===== src/dcache_pkg.sv =====
/* access size enum, address field types and the size mask
   shared by the cache, miss queue, write buffer and memory */
`default_nettype none

package dcache_pkg;

    typedef enum logic [1:0] {
        BYTE   = 2'd0,
        HALF   = 2'd1,
        WORD   = 2'd2,
        DOUBLE = 2'd3
    } mem_size_t;

    typedef logic [15:0] addr_t;
    typedef logic [63:0] dword_t;
    typedef logic [2:0]  line_off_t;
    typedef logic [4:0]  line_idx_t;
    typedef logic [7:0]  line_tag_t;
    // tag above index
    typedef logic [12:0] victim_tag_t;

    // right-aligned mask covering the bytes of one access
    function automatic dword_t size_mask(input mem_size_t size);
        case (size)
            BYTE:    return 64'h0000_0000_0000_00ff;
            HALF:    return 64'h0000_0000_0000_ffff;
            WORD:    return 64'h0000_0000_ffff_ffff;
            default: return '1;
        endcase
    endfunction

endpackage

`default_nettype wire

===== src/miss_queue.sv =====
/* FIFO of outstanding load misses, memory read issue,
   cache fill and miss response */
`timescale 1ns/100ps
`default_nettype none

module miss_queue import dcache_pkg::*; #(
    parameter int LSQ_SIZE   = 8,
    parameter int MISS_DEPTH = 4
) (
    input  wire                 clock,
    input  wire                 reset,
    input  wire                 push,
    input  wire addr_t          push_addr,
    input  wire mem_size_t      push_size,
    input  wire [LSQ_SIZE-1:0]  push_gnt,
    input  wire                 wbuf_empty,
    input  wire                 mem_rd_ready,
    input  wire                 mem_rd_rsp_valid,
    input  wire dword_t         mem_rd_rsp_data,
    output logic                has_space,
    output logic                is_empty,
    output logic                mem_rd_valid,
    output addr_t               mem_rd_addr,
    output logic                fill_en,
    output line_idx_t           fill_idx,
    output line_tag_t           fill_tag,
    output dword_t              fill_data,
    output logic                miss_valid,
    output dword_t              miss_data,
    output logic [LSQ_SIZE-1:0] miss_gnt
);
    // depth is a power of two, pointers wrap on their own
    localparam int PW = $clog2(MISS_DEPTH);
    localparam int CW = $clog2(MISS_DEPTH + 1);

    addr_t               q_addr [MISS_DEPTH];
    mem_size_t           q_size [MISS_DEPTH];
    logic [LSQ_SIZE-1:0] q_gnt [MISS_DEPTH];
    logic [PW-1:0]       wr_ptr, iss_ptr, ret_ptr;
    logic [CW-1:0]       count, count_n, unissued;
    logic                issue;
    line_off_t           ret_off;

    // reads wait for the write buffer to drain
    assign mem_rd_valid = (unissued != '0) && wbuf_empty;
    assign mem_rd_addr = q_addr[iss_ptr];
    assign issue = mem_rd_valid && mem_rd_ready;
    assign is_empty = (count == '0);
    assign count_n = count + CW'(push) - CW'(mem_rd_rsp_valid);

    // replies return in issue order, so the head owns them
    assign {fill_tag, fill_idx, ret_off} = q_addr[ret_ptr];
    assign fill_en = mem_rd_rsp_valid;
    assign fill_data = mem_rd_rsp_data;
    assign miss_valid = mem_rd_rsp_valid;
    assign miss_data = (mem_rd_rsp_data >> {ret_off, 3'b0}) & size_mask(q_size[ret_ptr]);
    assign miss_gnt = q_gnt[ret_ptr];

    always_ff @(posedge clock) begin
        if (reset) begin
            wr_ptr <= '0;
            iss_ptr <= '0;
            ret_ptr <= '0;
            count <= '0;
            unissued <= '0;
            has_space <= 1'b0;
        end else begin
            wr_ptr <= wr_ptr + PW'(push);
            iss_ptr <= iss_ptr + PW'(issue);
            ret_ptr <= ret_ptr + PW'(mem_rd_rsp_valid);
            count <= count_n;
            unissued <= unissued + CW'(push) - CW'(issue);
            has_space <= (count_n < CW'(MISS_DEPTH));
        end
    end

    always_ff @(posedge clock) begin
        if (push) begin
            q_addr[wr_ptr] <= push_addr;
            q_size[wr_ptr] <= push_size;
            q_gnt[wr_ptr] <= push_gnt;
        end
    end

endmodule

`default_nettype wire


===== config.mk =====
export PLATFORM = sky130hd
export DESIGN_NAME = miss_queue
export DESIGN_NICKNAME = d
export VERILOG_FILES = /design/src/dcache_pkg.sv /design/src/miss_queue.sv
export SDC_FILE = /design/constraint.sdc
export NUM_CORES = 1
export LEC_CHECK = 0
export BUFFER_PORTS_ARGS = -buffer_cell sky130_fd_sc_hd__buf_2
export CORE_MARGIN = 4
export CORE_UTILIZATION = 44
export CTS_CLUSTER_DIAMETER = 50
export CTS_CLUSTER_SIZE = 30
export DETAILED_ROUTE_END_ITERATION = 16
export PLACE_DENSITY = 0.7
export SETUP_SLACK_MARGIN = 0.5
export SLEW_MARGIN = 20
export SYNTH_ARGS = -nofsm -noshare
export SYNTH_HDL_FRONTEND = slang
export SYNTH_SLANG_ARGS = --single-unit

===== constraint.sdc =====
create_clock -name clock -period 2.99 [get_ports clock]
set_input_delay 0 -clock clock [delete_from_list [all_inputs] [get_ports clock]]
set_output_delay 0 -clock clock [all_outputs]
set_load 0.005 [all_outputs]

==> out/qor.yml <==
outcome:
  run_status: "finished clean"
setup_path:
  worstSetupStartpointType: "flip-flop"
  setup.worst_path.class: "flip-flop to primary output"
  endpoint_kind: "primary output"
  worstSetupStartpoint: "q_addr[2][0]"
  cp_data_arrival_time_ns: 2.50
  path_cells: "mux4_4, buf_12, mux2i_1, nor2_1, o31a_1, buf_2"
  regToRegSetupSlack_ns: 0.99
  critical_path_required_ns: 2.99
  rr_endpoint: "unissued[2]"
  critical_path.reg2reg.startpoint: "unissued[1]"
  worst_r2r_path_depth: 9
  worst_path_largest_cell_delay_ns: 0.76
  worstPathMaxFanout: 8
  critical-path-slowest-cell: "sky130_fd_sc_hd__mux4_4"
synthesis:
  yosys_register_bits: 117
  post_synth_arst_share_pct: 0
  synth_cells: 534
  syn-num-nets: 637
  syn-cell-area_um2: 7170
  synth_sequential_area_ratio_pct: 47.2
  avgSynthCellArea_um2: 13.4
  yosys_most_used_dff: "sky130_fd_sc_hd__edfxtp_1"
  synth_cell_types: 39
  synth_enable_flop_cells: 104
  ys.warnings.count: 0
finish:
  final_cell_area_um2: 9680
  nets: 898
  fill_cells: 1259
  flow.area_growth_from_synthesis_pct: 35.1
  post_route_cells_drive_above_1_share_pct: 52.1
min_path:
  worstHoldEndpoint: "wr_ptr[0]"
  timing.hold.worst.class: "primary input to flip-flop"
  worstHoldPathCells: 3
  timing.hold.worst.start: "push"
clock_network:
  cts.sinks: 117
  cts_max_path_buffers: 2
  cts_tree: "built"
  cts.root.buffer_cell: "sky130_fd_sc_hd__clkbuf_16"
  htree_num_levels: 4
  clk-insertion-delay-late_ns: 0.41
  clkTransAtPathRegs_ns: 0.06
  number_of_buffers_created_by_cts: 17
die:
  chip_width_um: 136
  floorplan.io_pins: 266
  die_area_um2: 18400
  floorplan.rows: 46
  core_region_area_um2: 15900
  fp.dieH_um: 136
  floorplan.initialDensity_pct: 44.9
drt:
  route.vias.total: 5640
  drt_pre_antenna_iters: 4
  routed_wirelength_um: 22500
  drt_iter0_drc: 312
  routedWlPerCell_um: 21.9
  postRouteAntennaNets: 0
  drc: 0
  vias_per_cell: 5.50
pwr:
  p_per_area_nw_per_um2: 582
  p_leak_nw: 4.19
  power.ir.vdd_worst_v: 0.000552
timing:
  worst_pin_slew_ns: 0.955
  finalHoldViolCount: 0
  period_needed_ns: 2.50
  report.final.setup_viol: 0
  final.setup.worst_slack_ns: 0.495
  timing.final.crit_share_pct: 83.5
  fin_worst_skew_ns: 0.00842
  worst_max_slew_margin_expressed_relative_to_the_limit_pct: 36.3
  rsz_0062_raised_after_global_routing: "yes"
  final.setup.tns_ns: 0
  fmax_ghz: 0.401
  final_max_slew_viol_count: 0
place:
  placedInstanceArea_um2: 8190
  gp_congestion: 0.879
  port-buffer-count: 265
  preCtsSetupSlack_ns: 0.216
  dp_hpwl_um: 15200
global_route:
  antenna_found_initial: 1
  global_route_usage_sum_pct: 23.8
  grt_pass1_vias: 5720
  grt_max_degree: 27
  grt_pass1_wl_um: 32900
  global_route.overflow_total: 0
job:
  max_cap_viol_count: 0
-- through the flow --
stage	hold WS, ns	power, mW	utilization (%)	instances
6_report	0.0277	5.64	60.7	1025
3_3_place_gp	0.187	3.53	51.4	928
2_1_floorplan	0.0716	3.01	-	534
4_1_cts	0.0138	5.60	59.0	1014
3_5_place_dp	0.187	3.56	51.4	928
5_1_grt	0.0605	5.89	60.7	1025
-- worst max-delay path: cells and delay by family (launching register included) --
kind                   cells  cell delay, ns
AO/OA/AOI/OAI              1            0.33
buffers and inverters      2            0.35
flip-flops                 1            0.44
multiplexers               2            0.90
AND/OR/NAND/NOR            1            0.06
-- cell type report --
| type | count | area [µm²] | area share, % |
|---|---|---|---|
| Antenna cell | 1 | 2.50 | 0.0258 |
| Clock buffer | 18 | 429 | 4.43 |
| Clock inverter | 14 | 130 | 1.34 |
| Inverter | 5 | 18.8 | 0.194 |
| Multi-Input combinational cell | 314 | 3300 | 34.1 |
| Sequential cell | 117 | 3390 | 35.0 |
| Tap cell | 216 | 270 | 2.79 |
| Timing Repair Buffer | 340 | 2140 | 22.1 |
-- registers in the layout, indices dropped and copies added, names as in the netlist --
name / cells
ret_ptr: 2
iss_ptr: 2
wr_ptr: 2
q_gnt: 32
unissued: 3
q_size: 8
has_space: 1
q_addr: 64
count: 3
-- cells in the final DEF (no fill, tap or decap), drive strengths merged, types with 2 or more instances in the layout --
cell type / Yosys / final
fa: 2 / 2
xor2: 3 / 3
clkbuf: 10 / 18
mux2i: 97 / 97
buf: 92 / 311
inv: 5 / 7
o21a: 8 / 8
ha: 5 / 5
a2bb2oi: 8 / 8
a21o: 8 / 8
dlygate4sd3: 0 / 29
edfxtp: 104 / 104
o31a: 9 / 9
o22ai: 16 / 16
mux4: 42 / 46
o2bb2ai: 8 / 8
and3: 8 / 8
and2: 8 / 8
dfxtp: 13 / 13
nand3b: 2 / 2
clkinv: 0 / 9
nor3: 4 / 4
nand2b: 2 / 2
nor2: 50 / 50
clkinvlp: 0 / 2
nor2b: 14 / 14
nand2: 2 / 2
xnor2: 6 / 6
nor3b: 2 / 2
-- how the worst max path moves through the flow --
| stage | end | slack [ns] | cells after the start |
|---|---|---|---|
| after floorplan | q_addr[2][0] | 1.03 | 2 |
| after global placement | miss_data[15] | 0.23 | 5 |
| after detailed placement | miss_data[15] | 0.22 | 5 |
| after CTS | miss_data[15] | 0.46 | 6 |
| after global routing | miss_data[2] | 0.44 | 7 |
| final | miss_data[27] | 0.49 | 6 |
-- Yosys cell counts, types with 2 or more instances --
cell type | n | area share [%]
sky130_fd_sc_hd__mux2i_1 | 97 | 14
sky130_fd_sc_hd__fa_1 | 2 | 0.56
sky130_fd_sc_hd__nor2_1 | 49 | 2.6
sky130_fd_sc_hd__xnor2_1 | 6 | 0.73
sky130_fd_sc_hd__o31a_1 | 9 | 1.1
sky130_fd_sc_hd__o22ai_1 | 16 | 1.4
sky130_fd_sc_hd__nor3b_1 | 2 | 0.21
sky130_fd_sc_hd__and2_1 | 8 | 0.70
sky130_fd_sc_hd__and3_1 | 8 | 0.70
sky130_fd_sc_hd__buf_2 | 14 | 0.98
sky130_fd_sc_hd__a2bb2oi_1 | 8 | 0.98
sky130_fd_sc_hd__dfxtp_1 | 13 | 3.6
sky130_fd_sc_hd__buf_4 | 69 | 7.2
sky130_fd_sc_hd__edfxtp_1 | 104 | 44
sky130_fd_sc_hd__buf_6 | 7 | 1.1
sky130_fd_sc_hd__clkbuf_1 | 10 | 0.52
sky130_fd_sc_hd__o2bb2ai_1 | 8 | 0.98
sky130_fd_sc_hd__mux4_2 | 42 | 13
sky130_fd_sc_hd__ha_1 | 5 | 0.87
sky130_fd_sc_hd__nand2_1 | 2 | 0.10
sky130_fd_sc_hd__o21a_1 | 8 | 0.84
sky130_fd_sc_hd__nor2b_1 | 14 | 1.2
sky130_fd_sc_hd__buf_1 | 2 | 0.10
sky130_fd_sc_hd__nor3_1 | 3 | 0.21
sky130_fd_sc_hd__inv_1 | 5 | 0.26
sky130_fd_sc_hd__a21o_1 | 8 | 0.84
sky130_fd_sc_hd__xor2_1 | 3 | 0.37
-- logic make-up after synthesis --
group | share of synthesized area (%)
adder cells (fa/ha/maj) | 1.43
flip-flops | 47.2
XOR/XNOR | 1.10
AND/OR/NAND/NOR | 6.95
multiplexers | 26.9
buffers and inverters | 10.2
AO/OA/AOI/OAI | 6.20
-- metal layers --
| metal | track usage, % | vias up | part of all wire [%] |
|---|---|---|---|
| li1 | - | 2520 | - |
| met1 | 28.7 | 2829 | 39 |
| met2 | 42.0 | 260 | 52 |
| met3 | 4.79 | 31 | 6.9 |
| met4 | 9.01 | 0 | 2.2 |
| met5 | 0 | - | 0 |
-- power breakdown --
| part | switching, mW | total (mW) | internal (mW) |
|---|---|---|---|
| registers | 0.0649 | 1.96 | 1.89 |
| logic | 0.897 | 1.81 | 0.915 |
| clock network | 0.720 | 1.87 | 1.15 |
-- what timing repair did --
item	in CTS	in global routing
pin swaps	2	5
cloned	4	1
resized for setup	27	35
hold endpoints to repair	117	0
setup endpoints to repair	64	55
buffers inserted	21	9
hold buffers	29	0
No activity file was read; power rests on OpenSTA's default activity.
