`src/dcache_pkg.sv`:
```
/* access size enum, address field types and the size mask
   shared by the cache, miss queue, write buffer and memory */
`default_nettype none

package dcache_pkg;

    typedef enum logic [1:0] {
        BYTE   = 2'd0,
        HALF   = 2'd1,
        WORD   = 2'd2,
        DOUBLE = 2'd3
    } mem_size_t;

    typedef logic [15:0] addr_t;
    typedef logic [63:0] dword_t;
    typedef logic [2:0]  line_off_t;
    typedef logic [4:0]  line_idx_t;
    typedef logic [7:0]  line_tag_t;
    // tag above index
    typedef logic [12:0] victim_tag_t;

    // right-aligned mask covering the bytes of one access
    function automatic dword_t size_mask(input mem_size_t size);
        case (size)
            BYTE:    return 64'h0000_0000_0000_00ff;
            HALF:    return 64'h0000_0000_0000_ffff;
            WORD:    return 64'h0000_0000_ffff_ffff;
            default: return '1;
        endcase
    endfunction

endpackage

`default_nettype wire
```
`src/write_buffer.sv`:
```
/* FIFO of pending memory writes, two pushes and one pop per cycle */
`timescale 1ns/100ps
`default_nettype none

module write_buffer import dcache_pkg::*; #(
    parameter int WBUF_DEPTH = 4
) (
    input  wire            clock,
    input  wire            reset,
    input  wire            st_push,
    input  wire addr_t     st_addr,
    input  wire dword_t    st_data,
    input  wire mem_size_t st_size,
    input  wire            wb_push,
    input  wire addr_t     wb_addr,
    input  wire dword_t    wb_data,
    input  wire            pop_ready,
    output logic           two_free,
    output logic           is_empty,
    output logic           wbuf_valid,
    output addr_t          wbuf_addr,
    output dword_t         wbuf_data,
    output mem_size_t      wbuf_size
);
    // power-of-two depth
    localparam int PW = $clog2(WBUF_DEPTH);
    localparam int CW = $clog2(WBUF_DEPTH + 1);

    addr_t         b_addr [WBUF_DEPTH];
    dword_t        b_data [WBUF_DEPTH];
    mem_size_t     b_size [WBUF_DEPTH];
    logic [PW-1:0] wr_ptr, wb_ptr, rd_ptr;
    logic [CW-1:0] count, count_n;
    logic          pop;

    // store miss takes the first slot
    assign wb_ptr = st_push ? wr_ptr + 1'b1 : wr_ptr;
    assign pop = wbuf_valid && pop_ready;
    assign count_n = count + CW'(st_push) + CW'(wb_push) - CW'(pop);
    assign is_empty = (count == '0);
    assign wbuf_valid = !is_empty;
    assign wbuf_addr = b_addr[rd_ptr];
    assign wbuf_data = b_data[rd_ptr];
    assign wbuf_size = b_size[rd_ptr];

    always_ff @(posedge clock) begin
        if (reset) begin
            wr_ptr <= '0;
            rd_ptr <= '0;
            count <= '0;
            two_free <= 1'b0;
        end else begin
            wr_ptr <= wr_ptr + PW'(st_push) + PW'(wb_push);
            rd_ptr <= rd_ptr + PW'(pop);
            count <= count_n;
            two_free <= (count_n <= CW'(WBUF_DEPTH - 2));
        end
    end

    always_ff @(posedge clock) begin
        if (st_push) begin
            b_addr[wr_ptr] <= st_addr;
            b_data[wr_ptr] <= st_data;
            b_size[wr_ptr] <= st_size;
        end
        if (wb_push) begin
            b_addr[wb_ptr] <= wb_addr;
            b_data[wb_ptr] <= wb_data;
            b_size[wb_ptr] <= DOUBLE;
        end
    end

endmodule

`default_nettype wire

```
`config.mk`:
```
export PLATFORM = sky130hd
export DESIGN_NAME = write_buffer
export DESIGN_NICKNAME = d
export VERILOG_FILES = /design/src/dcache_pkg.sv /design/src/write_buffer.sv
export SDC_FILE = /design/constraint.sdc
export NUM_CORES = 1
export LEC_CHECK = 0
export BUFFER_PORTS_ARGS = -buffer_cell sky130_fd_sc_hd__buf_2
export CORE_MARGIN = 3
export CORE_UTILIZATION = 30
export DETAILED_ROUTE_END_ITERATION = 16
export PLACE_DENSITY = 0.52
export SKIP_LAST_GASP = 1
export SLEW_MARGIN = 0
export SYNTH_ARGS = -nofsm -noshare
export SYNTH_HDL_FRONTEND = slang
export SYNTH_SLANG_ARGS = --single-unit
```
`constraint.sdc`:
```
create_clock -name clock -period 5.5 [get_ports clock]
set_input_delay 1.1 -clock clock [delete_from_list [all_inputs] [get_ports clock]]
set_output_delay 1.1 -clock clock [all_outputs]
set_load 0.03 [all_outputs]
```
==> results.md, run 1 <==
- The worst setup path category is flop to primary output.
- The detail route stage leaves a number of antenna-violating nets equal to 0.
- The post-synthesis instance area is 16800 um2.
- The net count of the finished layout is 1290.
- For this run, the leading register cell type out of synthesis is edfxtp_1.
- The final setup TNS is 0 ns.
- The initial standard-cell utilization of the core is 0.304.
- The boundary pin count is 252.
- For the pin with the worst max-slew slack, the measured transition is 0.773 ns.
- In the final routed layout, each cell accounts on average for 22.2 um.
- The placed wire-length estimate is 24700 um.
- Across the run, the number of max-cap violations was 0.
- The latest clock arrival within the worst-skew pair is 0.55 ns.
- Counting instances, the worst hold path has a depth of 1.
- Global routing finished with a remaining overflow of 0.
- The number of nets handed over by synthesis was 1037.
- The first-iteration detailed-routing DRC count is 481.
- The highest fanout seen on the critical path is 33.
- For the worst flop-to-flop path, the logic depth is 5.
- The share of the clock period used by the worst path is 0.677.
- Setup repair after global routing left no endpoint under its margin.
- After clock tree synthesis, the setup repair step added 0 buffers.
- The clock edge transition at the registers on the reported setup and hold paths is 0.06 ns.
- The die is 243 um tall.
- The wire length of the first global-routing pass is 63900 um.
- The nature of the critical path endpoint is a primary output.
- Based on the critical path, the design can be clocked at up to 0.269 GHz.
- Summing all multi-input logic gate instances after layout gives 6480 um2.
- Counting flops with a built-in enable in the synthesized netlist gives 320.
- The clock root buffer is clkbuf_16.
- The total wire length after detailed routing is 42100 um.
- Between clock sinks in the finished design, the worst skew comes to 0.0161 ns.
- The first-pass iteration count of the detailed router is 4.
- Together, buffers and inverters on the worst path number 2.
- In this run the power density over the cells is 442 nW/um2.
- The run finished with clean final reports.
- The CTS tree is done.
- Setup violations remaining at the end of the flow were counted as 0.
- CTS saw 336 sinks.
- The least setup slack across all paths after layout is 1.78 ns.
- In this run the tool buffered the top-level ports with 251 buffer cells.
- Compared with the post-synthesis result, the final layout area differs by 20.4%.
- Summing over every cut layer, the via total after detailed routing is 8890.
- The number of global-route vias before repair is 9896.
- The layout cell share with drive strength beyond 1 is 0.527.
- Entering global routing, the biggest net connects 83 pins.
- The final hold violation count is 0.
- Synthesis handed over a netlist of 861 instances.
- The data arrival time of the worst path is 2.62 ns.
- The area enclosed by the die boundary is 58800 um2.
- The number of fill cells in the layout is 5268.
- The total count of max-transition violations in the final report was 0.
- The type of the most critical hold path is flop to flop.
- Row generation in the floorplan step produced 86 rows.
- The routability congestion estimate from global placement is 0.714.
- The critical path runs through a total of 3 cells.
- Of all flip-flops after synthesis, the portion carrying an async set or reset was 0.
- The proportion of synthesized chip area in sequential cells is 0.591.
- For this run, the number of Yosys warnings is 0.
- The worst-case IR drop observed on VDD is 0.327 mV.
- STA puts the critical path data required time at 4.40 ns.
- The count of hold buffers inserted by post-cts repair is 0.
- The flip-flop and latch count after synthesis is 336.
- The critical path goes through buf_4 -> mux4_2 -> buf_2.
- The H-tree was split into 2 levels.
- The startpoint type of the worst setup path is a flop.
- The initial antenna violation count is 10.
- In the final layout, flip-flops and latches occupy 9940 um2.
- In this design, the stage delay of the slowest critical-path cell is 0.82 ns.
- The number of DRC violations after detailed routing is 0.
- The average vias per placed instance is 4.68.
- The core region is 55200 um2.
- The family of cells with the greatest summed delay on the critical path is flip-flops.
- The clock buffer count from CTS is 41.
- The number of gates resized after cts is 0.
- The worst pin sits at a relative slew slack of 0.485.
- For this design the static power due to leakage is 7.28 nW.
- For this run, the total global-route usage over all layers was measured as 0.144.
- The post-placement worst setup slack is 1.45 ns.
- Synthesis instantiated 29 different standard cells from the library.
- The slowest stage of the critical path is the dfxtp_4 cell.
- The die is 243 um wide.
- For the finished layout, the period the worst path requires is 3.72 ns.
- Counting along the longest clock path gives a buffer depth of 3.
- The post-synthesis area per instance is 19.5 um2.
==> power breakdown <==
| group | switching, W | internal, W | total (W) | leakage, nW |
|---|---|---|---|---|
| combinational | 0.00159 | 0.00110 | 0.00269 | 3.48 |
| clock | 0.00107 | 0.00170 | 0.00277 | 0.677 |
| sequential | 0.000186 | 0.00328 | 0.00347 | 3.13 |
==> cell families (layout without fill, tap and decap cells) <==
kind of cell / count (synthesis) / count (layout) / synth area share
AOI/OAI and AO/OA: 10 / 10 / 0.00529
other: 0 / 6 / 0
muxes: 402 / 402 / 0.355
adders and majority gates: 9 / 9 / 0.00805
and+or+nand+nor: 38 / 38 / 0.0120
xor gates and xnor gates: 4 / 4 / 0.00209
DFF: 336 / 336 / 0.591
buffers and inverters: 62 / 345 / 0.0265
==> path summary, 6_finish.rpt <==
path / start / to / slack [ns]
setup / recovery: rd_ptr[0] / wbuf_data[18] / 1.78
setup reg to reg: wr_ptr[0] / b_data[2][52] / 2.29
hold reg to reg: b_size[2][1] / b_size[2][1] / 0.46
hold / removal: b_size[2][1] / b_size[2][1] / 0.46
==> state kept, by name, summed over array words and instances, names as in the netlist <==
register and count:
wr_ptr 2, b_size 8, b_data 256, count 3, two_free 1, rd_ptr 2, b_addr 64
==> cell type report <==
type | instances | area share
Tap cell | 748 | 0.0463
Timing Repair Buffer | 265 | 0.0717
Inverter | 7 | 0.00130
Antenna cell | 6 | 0.000743
Clock buffer | 48 | 0.0542
Sequential cell | 336 | 0.492
Clock inverter | 25 | 0.0135
Multi-Input combinational cell | 463 | 0.321
==> metal layers <==
metal | track usage | vias up | part of all wire
met5 | 0 | - | 0.0014
met4 | 0.0430 | 8 | 0.021
met3 | 0.0373 | 64 | 0.055
met2 | 0.244 | 190 | 0.50
met1 | 0.181 | 4599 | 0.42
li1 | - | 4029 | -
==> placed cells by master, fill, tap and decap left out, drive strengths merged, types with 2 or more instances in the layout <==
cell type and count:
a211o 6, a32o 2, and2 3, and3 6
buf 265, bufinv 6, clkbuf 48, clkinv 18
dfxtp 16, diode 6, edfxtp 320, fa 3
ha 6, inv 8, mux2 320, mux4 82
nand2 7, nand2b 3, nand3 4, nor2 5
nor2b 8, xnor2 3
==> cell usage after synthesis, drive strengths merged, types with 4 or more instances <==
cell / count / area (um2)
nand3: 4 / 20.0
mux4: 82 / 1850
buf: 51 / 403
ha: 6 / 75.1
a211o: 6 / 52.6
mux2: 320 / 4110
inv: 7 / 26.3
nand2: 7 / 26.3
edfxtp: 320 / 9610
nor2b: 8 / 50.1
dfxtp: 16 / 320
and3: 6 / 37.5
nor2: 5 / 18.8
clkbuf: 4 / 15.0
==> metrics by stage <==
| stage | util | hold WS [ns] | power (W) | instances | area, um2 |
|---|---|---|---|---|---|
| 5_1_grt | 0.366 | 0.487 | 0.00936 | 1896 | 20200 |
| 2_1_floorplan | - | 0.430 | 0.00543 | 861 | 16800 |
| 3_5_place_dp | 0.341 | 0.448 | 0.00629 | 1819 | 18800 |
| 4_1_cts | 0.366 | 0.461 | 0.00909 | 1892 | 20200 |
| 6_report | 0.366 | 0.459 | 0.00893 | 1898 | 20200 |
| 3_3_place_gp | 0.341 | 0.444 | 0.00627 | 1819 | 18800 |
Note: power is estimated with default switching activity, not from simulation.
==> run 2, diff against run 1 <==
--- a/config.mk
+++ b/config.mk
@@ -5,6 +5,7 @@
 export SDC_FILE = /design/constraint.sdc
 export NUM_CORES = 1
 export LEC_CHECK = 0
+export ABC_AREA = 1
 export BUFFER_PORTS_ARGS = -buffer_cell sky130_fd_sc_hd__buf_2
 export CORE_MARGIN = 3
 export CORE_UTILIZATION = 30
==> constraint.sdc (replaced) <==
create_clock -name clock -period 3.8 [get_ports clock]
set_input_delay 0.76 -clock clock [delete_from_list [all_inputs] [get_ports clock]]
set_output_delay 0.76 -clock clock [all_outputs]
set_load 0.03 [all_outputs]
==> run 2 against run 1 <==
  * Largest power group is now combinational cells
  * Combinational power is 94% higher
  * Non-clock buffer count up 19
  * Critical path depth is 2 higher
  * Sequential cell count stayed put
  * Count of clock-buffer cells in the layout increased by 9
==> results.md, run 2 <==
- The clock buffer count from CTS came to 40 (was 41).
- The remaining number of nets flagged by the antenna check after routing is 0 (unchanged).
- The first-pass iteration count of the detailed router came to 5 (was 4).
- The proportion of power drawn by flip-flops and latches was 0.353 (was 0.389).
- The register containing the most flip-flops in the final layout is b_data (unchanged).
- The maximum clock insertion buffer count was 3 (unchanged).
- The total wire length after detailed routing is 62100 um (was 42100 um).
- The number of fill cells in the layout is 5729 (was 5268).
- The aggregate global-route resource usage came to 0.201 (was 0.144).
- The data arrival time of the worst path was 2.48 ns (was 2.62 ns).
- The combined area of the multi-input logic cells is 6520 um2 (was 6480 um2).
- The endpoint required time on the critical path came to 3.04 ns (was 4.40 ns).
- The portion of total power attributed to combinational logic was 0.378 (was 0.301).
- The number of gates resized after cts is 0 (unchanged).
- The cell count after synthesis is 1962 (was 861).
- The count of hold buffers inserted by post-cts repair is 0 (unchanged).
- The final setup TNS is 0 ns (unchanged).
- Outcome: completed (unchanged).
- The flip-flop and latch count after synthesis is 336 (unchanged).
- The leakage power total came to 8.67 nW (was 7.28 nW).
- Top area cells in the synthesized netlist: edfxtp_1, nand2_1, nand4_1, o21ai_0, nor2_1 (was edfxtp_1, mux2_4, mux4_2, mux2_1, mux2_2).
- The type of the most critical hold path was primary input to flop (was flop to flop).
- The shortest period the worst path allows is 3.24 ns.
- The floorplan die width is 246 um (was 243 um).
- The clock edge transition at the registers on the reported setup and hold paths is 0.06 ns (about the same).
- The latest clock arrival within the worst-skew pair is 0.58 ns (was 0.55 ns).
- The number of library cell types mapped by synthesis was 26 (was 29).
- The total vias in the final route is 15300 (was 8890).
- The routability congestion estimate from global placement is 0.754 (was 0.714).
- The highest fanout seen on the critical path is 77 (was 33).
- The clock sink total was 336 (unchanged).
- The most used flip-flop cell after synthesis is edfxtp_1 (unchanged).
- The net count of the finished layout came to 2303 (was 1290).
- The async set or reset register ratio after synthesis is 0 (unchanged).
- The initial antenna violation count is 15 (was 10).
- The boundary pin count is 252 (unchanged).
- RSZ-0062 raised after global routing: no (unchanged).
- The first-iteration detailed-routing DRC count was 1492 (was 481).
- Top flop regs: b_data: 256 flops, b_addr: 64 flops, b_size: 8 flops (unchanged).
- The maximum achievable frequency is 0.309 GHz.
- The die outline height came to 246 um (was 243 um).
- The areal power density over the cells is 676 nW/um2 (was 442 nW/um2).
- The remaining global-route overflow was 0 (unchanged).
- The reported max-cap violation count came to 0 (unchanged).
- The post-CTS repair timing setup buffer count is 0 (unchanged).
- The cell-internal power is 0.00816 W (was 0.00609 W).
- The total count of max-transition violations in the final report is 0 (unchanged).
- The largest net degree at the start of global routing was 109 (was 83).
- The number of DRC violations after detailed routing is 0 (unchanged).
- The proportion of synthesized chip area in sequential cells is 0.574 (was 0.591).
- The wire length of the first global-routing pass is 92700 um (was 63900 um).
- The net load switching power is 0.00567 W (was 0.00284 W).
- The layout cell share with drive strength beyond 1 is 0.166 (was 0.527).
- The post-synthesis area per instance is 8.81 um2 (was 19.5 um2).
- Leading cell types in the layout, fill and taps excluded: nand2_1, edfxtp_1, buf_2 (was edfxtp_1, buf_2, mux2_4, mux2_1, mux4_2).
- The hold path depth is 2 (was 1).
- The part of the power in the clock network is 0.269 (was 0.310).
- The detailed-route wire length per cell is 21.3 um (was 22.2 um).
- The logic depth of the worst register-to-register path is 7 (was 5).
- The sequential cell area in the final layout is 9940 um2 (unchanged).
- The number of buffer cells added on primary ports is 251 (unchanged).
- The most common library cell in the layout ignoring fill and taps is nand2_1 (was edfxtp_1).
- The post-synthesis instance area came to 17300 um2 (was 16800 um2).
- List of most frequent post-synthesis cells: nand2_1, edfxtp_1, nor2_1 (was edfxtp_1, mux2_1, mux2_4).
- The dominant cell by count in the synthesized netlist is nand2_1 (was edfxtp_1).
- The relative slew slack is 0.218 (was 0.485).
- The area enclosed by the die boundary is 60600 um2 (was 58800 um2).
- The area of the placeable core is 56700 um2 (was 55200 um2).
- The worst setup path category was flop to primary output (unchanged).
- The startpoint type of the worst setup path is a flop (unchanged).
- The CTS tree is done (unchanged).
- The nature of the critical path endpoint was a primary output (unchanged).
- The worst-case vdd ir drop is 0.431 mV (was 0.327 mV).
- The net count after synthesis came to 2138 (was 1037).
- The initial standard-cell utilization of the core is 0.305 (was 0.304).
- The switching power as a share of total power is 0.410 (was 0.318).
- The transition time of the tightest slew-check pin came to 1.17 ns (was 0.773 ns).
- The number of global-route vias before repair is 15000 (was 9896).
- The placed wire-length estimate is 33800 um (was 24700 um).
- The total of endpoints with negative setup slack in the final report came to 0 (unchanged).
- The area fraction of the dominant cell type after synthesis is 0.556 (was 0.572).
- The average vias per placed instance came to 5.26 (was 4.68).
- The clock root buffer is clkbuf_16 (unchanged).
- The site row count was 87 (was 86).
- Of the available clock period, the critical path in the final layout requires 0.853.
- The clock tree skew after final layout is 0.0358 ns (was 0.0161 ns).
- The final hold violation count is 0 (unchanged).
- The Yosys warning count is 0 (unchanged).
- The cell taking the most area after synthesis is edfxtp_1 (unchanged).
- The overall power is 0.0138 W (was 0.00893 W).
- The number of enable flip-flop cells after synthesis came to 320 (unchanged).
- The number of flip-flops under the largest register name came to 256 (unchanged).
- The relative area change from synthesis to final layout came to 18.3% (was 20.4%).
- The number of levels the H-tree was split into is 2 (unchanged).
## run 2: cell count changes in the layout (fill, tap and decap cells not counted), sizes merged, moves of 8 or more
cell,previous run,this run
buf,265,284
clkbuf,48,57
inv,8,17
mux2,320,0
mux4,82,0
nand2,7,833
nand3,4,21
nand4,0,160
nor2,5,174
nor2b,8,0
o21ai,0,165
o22ai,0,82
## run 2: layout make-up
class                      count  area share
antenna                        4    0.000489
clock buffer                  57      0.0560
clock inverter                13     0.00453
inverter                      16     0.00336
multi-input combinational   1449       0.319
sequential                   336       0.486
tap                          756      0.0462
timing repair buffer         284      0.0848
## run 2: cell families after synthesis
family          share of synthesized area
compound gates                     0.0777
simple gates                        0.285
flops                               0.574
buf+inv                            0.0543
xor+xnor                          0.00101
fa+ha+maj                         0.00781
## run 2: worst max-delay path, cell delays in order, from the launching register on
cell and delay (ns):
dfxtp_4 0.37, inv_6 0.52, buf_4 0.32, o21ai_0 0.11, o22ai_1 0.30, buf_2 0.27
## run 2: power by group through the flow
stage	Sequential, W	Clock (W)	Combinational [W]
after floorplan	0.00493	0	0.00334
after global placement	0.00496	0	0.00524
after detailed placement	0.00497	0	0.00527
after CTS	0.00489	0.00381	0.00528
after global routing	0.00493	0.00394	0.00567
final	0.00489	0.00372	0.00523
## run 2: final timing paths
check                    start       endpoint  slack [ns]
setup / recovery     rd_ptr[0]   wbuf_data[4]        0.56
hold / removal           reset       count[1]        0.44
setup reg to reg     wr_ptr[0]  b_data[3][28]        1.08
hold reg to reg   b_size[1][1]   b_size[1][1]        0.47
## run 2: routing by layer
layer,GRT usage,vias to the layer above,wire length (um)
met5,0,-,148
met4,0.0577,22,1350
met3,0.0514,127,6360
met2,0.325,743,28600
met1,0.266,7332,25700
li1,-,7106,-
## run 2: per-stage QoR
step	hold WS, ns	setup WS (ns)	util	instance area, um2	instances
detailed placement	0.460	0.907	0.339	19200	2841
floorplan	0.437	0.0508	-	17300	1962
global route	0.435	0.440	0.361	20400	2911
global placement	0.454	0.926	0.339	19200	2841
finish	0.444	0.559	0.361	20500	2915
CTS	0.410	0.556	0.361	20400	2911
==> run 3, diff against run 2 <==
==> constraint.sdc (replaced) <==
create_clock -name clock -period 3.95 [get_ports clock]
set_input_delay 0.79 -clock clock [delete_from_list [all_inputs] [get_ports clock]]
set_output_delay 0.79 -clock clock [all_outputs]
set_load 0.03 [all_outputs]
==> run 3 against run 2 <==
  * Utilization down 0.051 points
  * Critical path depth down 1
  * Worst setup slack worse by 0.012 ns
  * Count of clock-buffer cells in the layout decreased by 3
  * Non-clock buffer count increased by 1
  * Cell area fell by 0.14%
==> results.md, run 3 (same netlist as run 2, synthesis figures left out) <==
- The initial antenna violation count is 13 (was 15).
- The die outline height came to 246 um (unchanged).
- The smallest clock period supported by the final layout is computed as 3.40 ns.
- The critical-path cell with the highest stage delay is dfxtp_4 (was inv_6).
- The clock root buffer is clkbuf_16 (unchanged).
- The worst-case vdd ir drop came to 0.308 mV (was 0.431 mV).
- The total wire length after detailed routing is 61100 um (was 62100 um).
- The net load switching power was 0.00540 W (was 0.00567 W).
- The area enclosed by the die boundary is 60600 um2 (unchanged).
- The number of buffer cells added on primary ports came to 251 (unchanged).
- Top flop regs: b_data: 256 flops, b_addr: 64 flops, b_size: 8 flops (unchanged).
- The logic depth of the worst register-to-register path is 7 (unchanged).
- The clock buffer count from CTS is 41 (was 40).
- The reported max-cap violation count is 0 (unchanged).
- The areal power density over the cells is 652 nW/um2 (was 676 nW/um2).
- The latest clock arrival within the worst-skew pair is 0.55 ns (was 0.58 ns).
- The aggregate global-route resource usage is 0.199 (was 0.201).
- The leakage power total is 8.67 nW (about the same).
- The final hold violation count came to 0 (unchanged).
- The type of the most critical hold path was flop to flop (was primary input to flop).
- The number of DRC violations after detailed routing is 0 (unchanged).
- The register containing the most flip-flops in the final layout is b_data (unchanged).
- The post-CTS repair timing setup buffer count is 0 (unchanged).
- The detailed-route wire length per cell is 20.9 um (was 21.3 um).
- The net count of the finished layout is 2305 (was 2303).
- The total vias in the final route is 15200 (was 15300).
- The relative area change from synthesis to final layout is 18.1% (was 18.3%).
- The family of cells with the greatest summed delay on the critical path is flip-flops (was buffers and inverters).
- The final setup TNS is 0 ns (unchanged).
- The site row count was 87 (unchanged).
- The part of the power in the clock network is 0.276 (was 0.269).
- The non-filler instance count after layout is 2917 (was 2915).
- The number of gates resized after cts is 0 (unchanged).
- The count of placed standard cells including taps is 2842 (was 2841).
- The first-pass iteration count of the detailed router is 5 (unchanged).
- The nature of the critical path endpoint is a primary output (unchanged).
- The startpoint type of the worst setup path is a flop (unchanged).
- The number of levels the H-tree was split into is 2 (unchanged).
- The post-placement worst setup slack came to 1.02 ns (was 0.907 ns).
- The clock tree skew after final layout is 0.00942 ns (was 0.0358 ns).
- The most common library cell in the layout ignoring fill and taps is nand2_1 (unchanged).
- The clock sink total was 336 (unchanged).
- The highest fanout seen on the critical path is 54 (was 77).
- The total of endpoints with negative setup slack in the final report is 0 (unchanged).
- The wire length of the first global-routing pass is 92400 um (was 92700 um).
- The average vias per placed instance is 5.20 (was 5.26).
- The cell-internal power is 0.00792 W (was 0.00816 W).
- Of the available clock period, the critical path in the final layout requires 0.862.
- The hold path depth is 2 (unchanged).
- The layout cell share with drive strength beyond 1 is 0.166 (about the same).
- The initial standard-cell utilization of the core is 0.305 (unchanged).
- The number of global-route vias before repair is 15200 (was 15000).
- The total count of max-transition violations in the final report is 0 (unchanged).
- The switching power as a share of total power came to 0.405 (was 0.410).
- The remaining global-route overflow was 0 (unchanged).
- The remaining number of nets flagged by the antenna check after routing is 0 (unchanged).
- The floorplan die width came to 246 um (unchanged).
- Cell-by-cell trace of the critical path: buf_4 -> o21ai_0 -> o22ai_1 -> buf_2 (was inv_6 -> buf_4 -> o21ai_0 -> o22ai_1 -> buf_2).
- The maximum clock insertion buffer count was 3 (unchanged).
- RSZ-0062 raised after global routing: no (unchanged).
- The worst setup path category is flop to primary output (unchanged).
- The clock edge transition at the registers on the reported setup and hold paths came to 0.06 ns (about the same).
- The largest incremental delay on the critical path is 0.82 ns (was 0.52 ns).
- The placed wire-length estimate is 34300 um (was 33800 um).
- The data arrival time of the worst path came to 2.61 ns (was 2.48 ns).
- The least setup slack across all paths after layout is 0.547 ns (was 0.559 ns).
- The CTS tree is done (unchanged).
- The routability congestion estimate from global placement is 0.781 (was 0.754).
- The number of buffers and inverters on the critical path is 2 (was 3).
- The endpoint required time on the critical path is 3.16 ns (was 3.04 ns).
- For this run, the top clock speed supported by timing is 0.294 GHz.
- The cell depth of the worst setup path is 4 (was 5).
- The first-iteration detailed-routing DRC count is 1255 (was 1492).
- Outcome: completed (unchanged).
- The count of hold buffers inserted by post-cts repair came to 0 (unchanged).
- The area after detailed placement is 19100 um2 (was 19200 um2).
- The area of the placeable core was 56700 um2 (unchanged).
- The final standard cell area without fillers was 20400 um2 (was 20500 um2).
- The proportion of power drawn by flip-flops and latches was 0.357 (was 0.353).
- The number of flip-flops under the largest register name is 256 (unchanged).
- The relative slew slack came to 0.166 (was 0.218).
- The transition time of the tightest slew-check pin was 1.25 ns (was 1.17 ns).
- The largest net degree at the start of global routing was 87 (was 109).
- Leading cell types in the layout, fill and taps excluded: nand2_1, edfxtp_1, buf_2 (unchanged).
- The portion of total power attributed to combinational logic is 0.367 (was 0.378).
- The boundary pin count is 252 (unchanged).
- The overall power is 0.0133 W (was 0.0138 W).
-- run 3: cell count changes in the layout (fill, tap and decap cells not counted) --
cell       previous run  this run
buf_4                15        22
buf_12               18        12
clkbuf_8              6         0
clkinv_2              7        10
bufinv_16             1         3
clkbuf_16            41        43
clkbuf_1             10        11
clkinv_1              4         5
diode_2               4         3
inv_6                 3         2
-- run 3: power groups by stage --
stage                     Combinational [W]  Sequential (W)  Clock [W]
after floorplan                     0.00322         0.00474          0
after global placement              0.00492         0.00482          0
after detailed placement            0.00494         0.00483          0
after CTS                           0.00496         0.00476    0.00375
after global routing                0.00532         0.00480    0.00389
final                               0.00489         0.00475    0.00368
-- run 3: layout make-up --
| cell class | instances | area [um2] |
|---|---|---|
| Multi-Input combinational cell | 1449 | 6520 |
| Inverter | 16 | 68.8 |
| Sequential cell | 336 | 9940 |
| Clock inverter | 18 | 163 |
| Fill cell | 5733 | 36300 |
| Clock buffer | 54 | 1120 |
| Antenna cell | 3 | 7.51 |
| Tap cell | 756 | 946 |
| Timing Repair Buffer | 285 | 1670 |
-- run 3: tightest hold or removal path, delay by kind of cell (launching register included) --
family	cells	cell delay, ns
DFF	1	0.32
and+or+nand+nor	2	0.11
-- run 3: metrics by stage --
stage | utilization | hold slack (ns)
2_1_floorplan | - | 0.437
3_3_place_gp | 0.338 | 0.455
3_5_place_dp | 0.338 | 0.460
4_1_cts | 0.360 | 0.464
5_1_grt | 0.360 | 0.483
6_report | 0.360 | 0.471
-- run 3: worst paths after layout --
kind	from	endpoint	slack, ns
max	rd_ptr[1]	wbuf_data[33]	0.55
min	b_size[1][1]	b_size[1][1]	0.47
max reg2reg	wr_ptr[0]	b_data[3][42]	1.30
min reg2reg	b_size[1][1]	b_size[1][1]	0.47
-- run 3: layer usage --
layer | track usage | part of all wire | routed length, um | up-vias
met5 | 0 | 0.0024 | 144 | -
met4 | 0.0590 | 0.022 | 1330 | 20
met3 | 0.0417 | 0.089 | 5460 | 110
met2 | 0.336 | 0.47 | 29000 | 684
met1 | 0.257 | 0.41 | 25100 | 7261
li1 | - | - | - | 7102
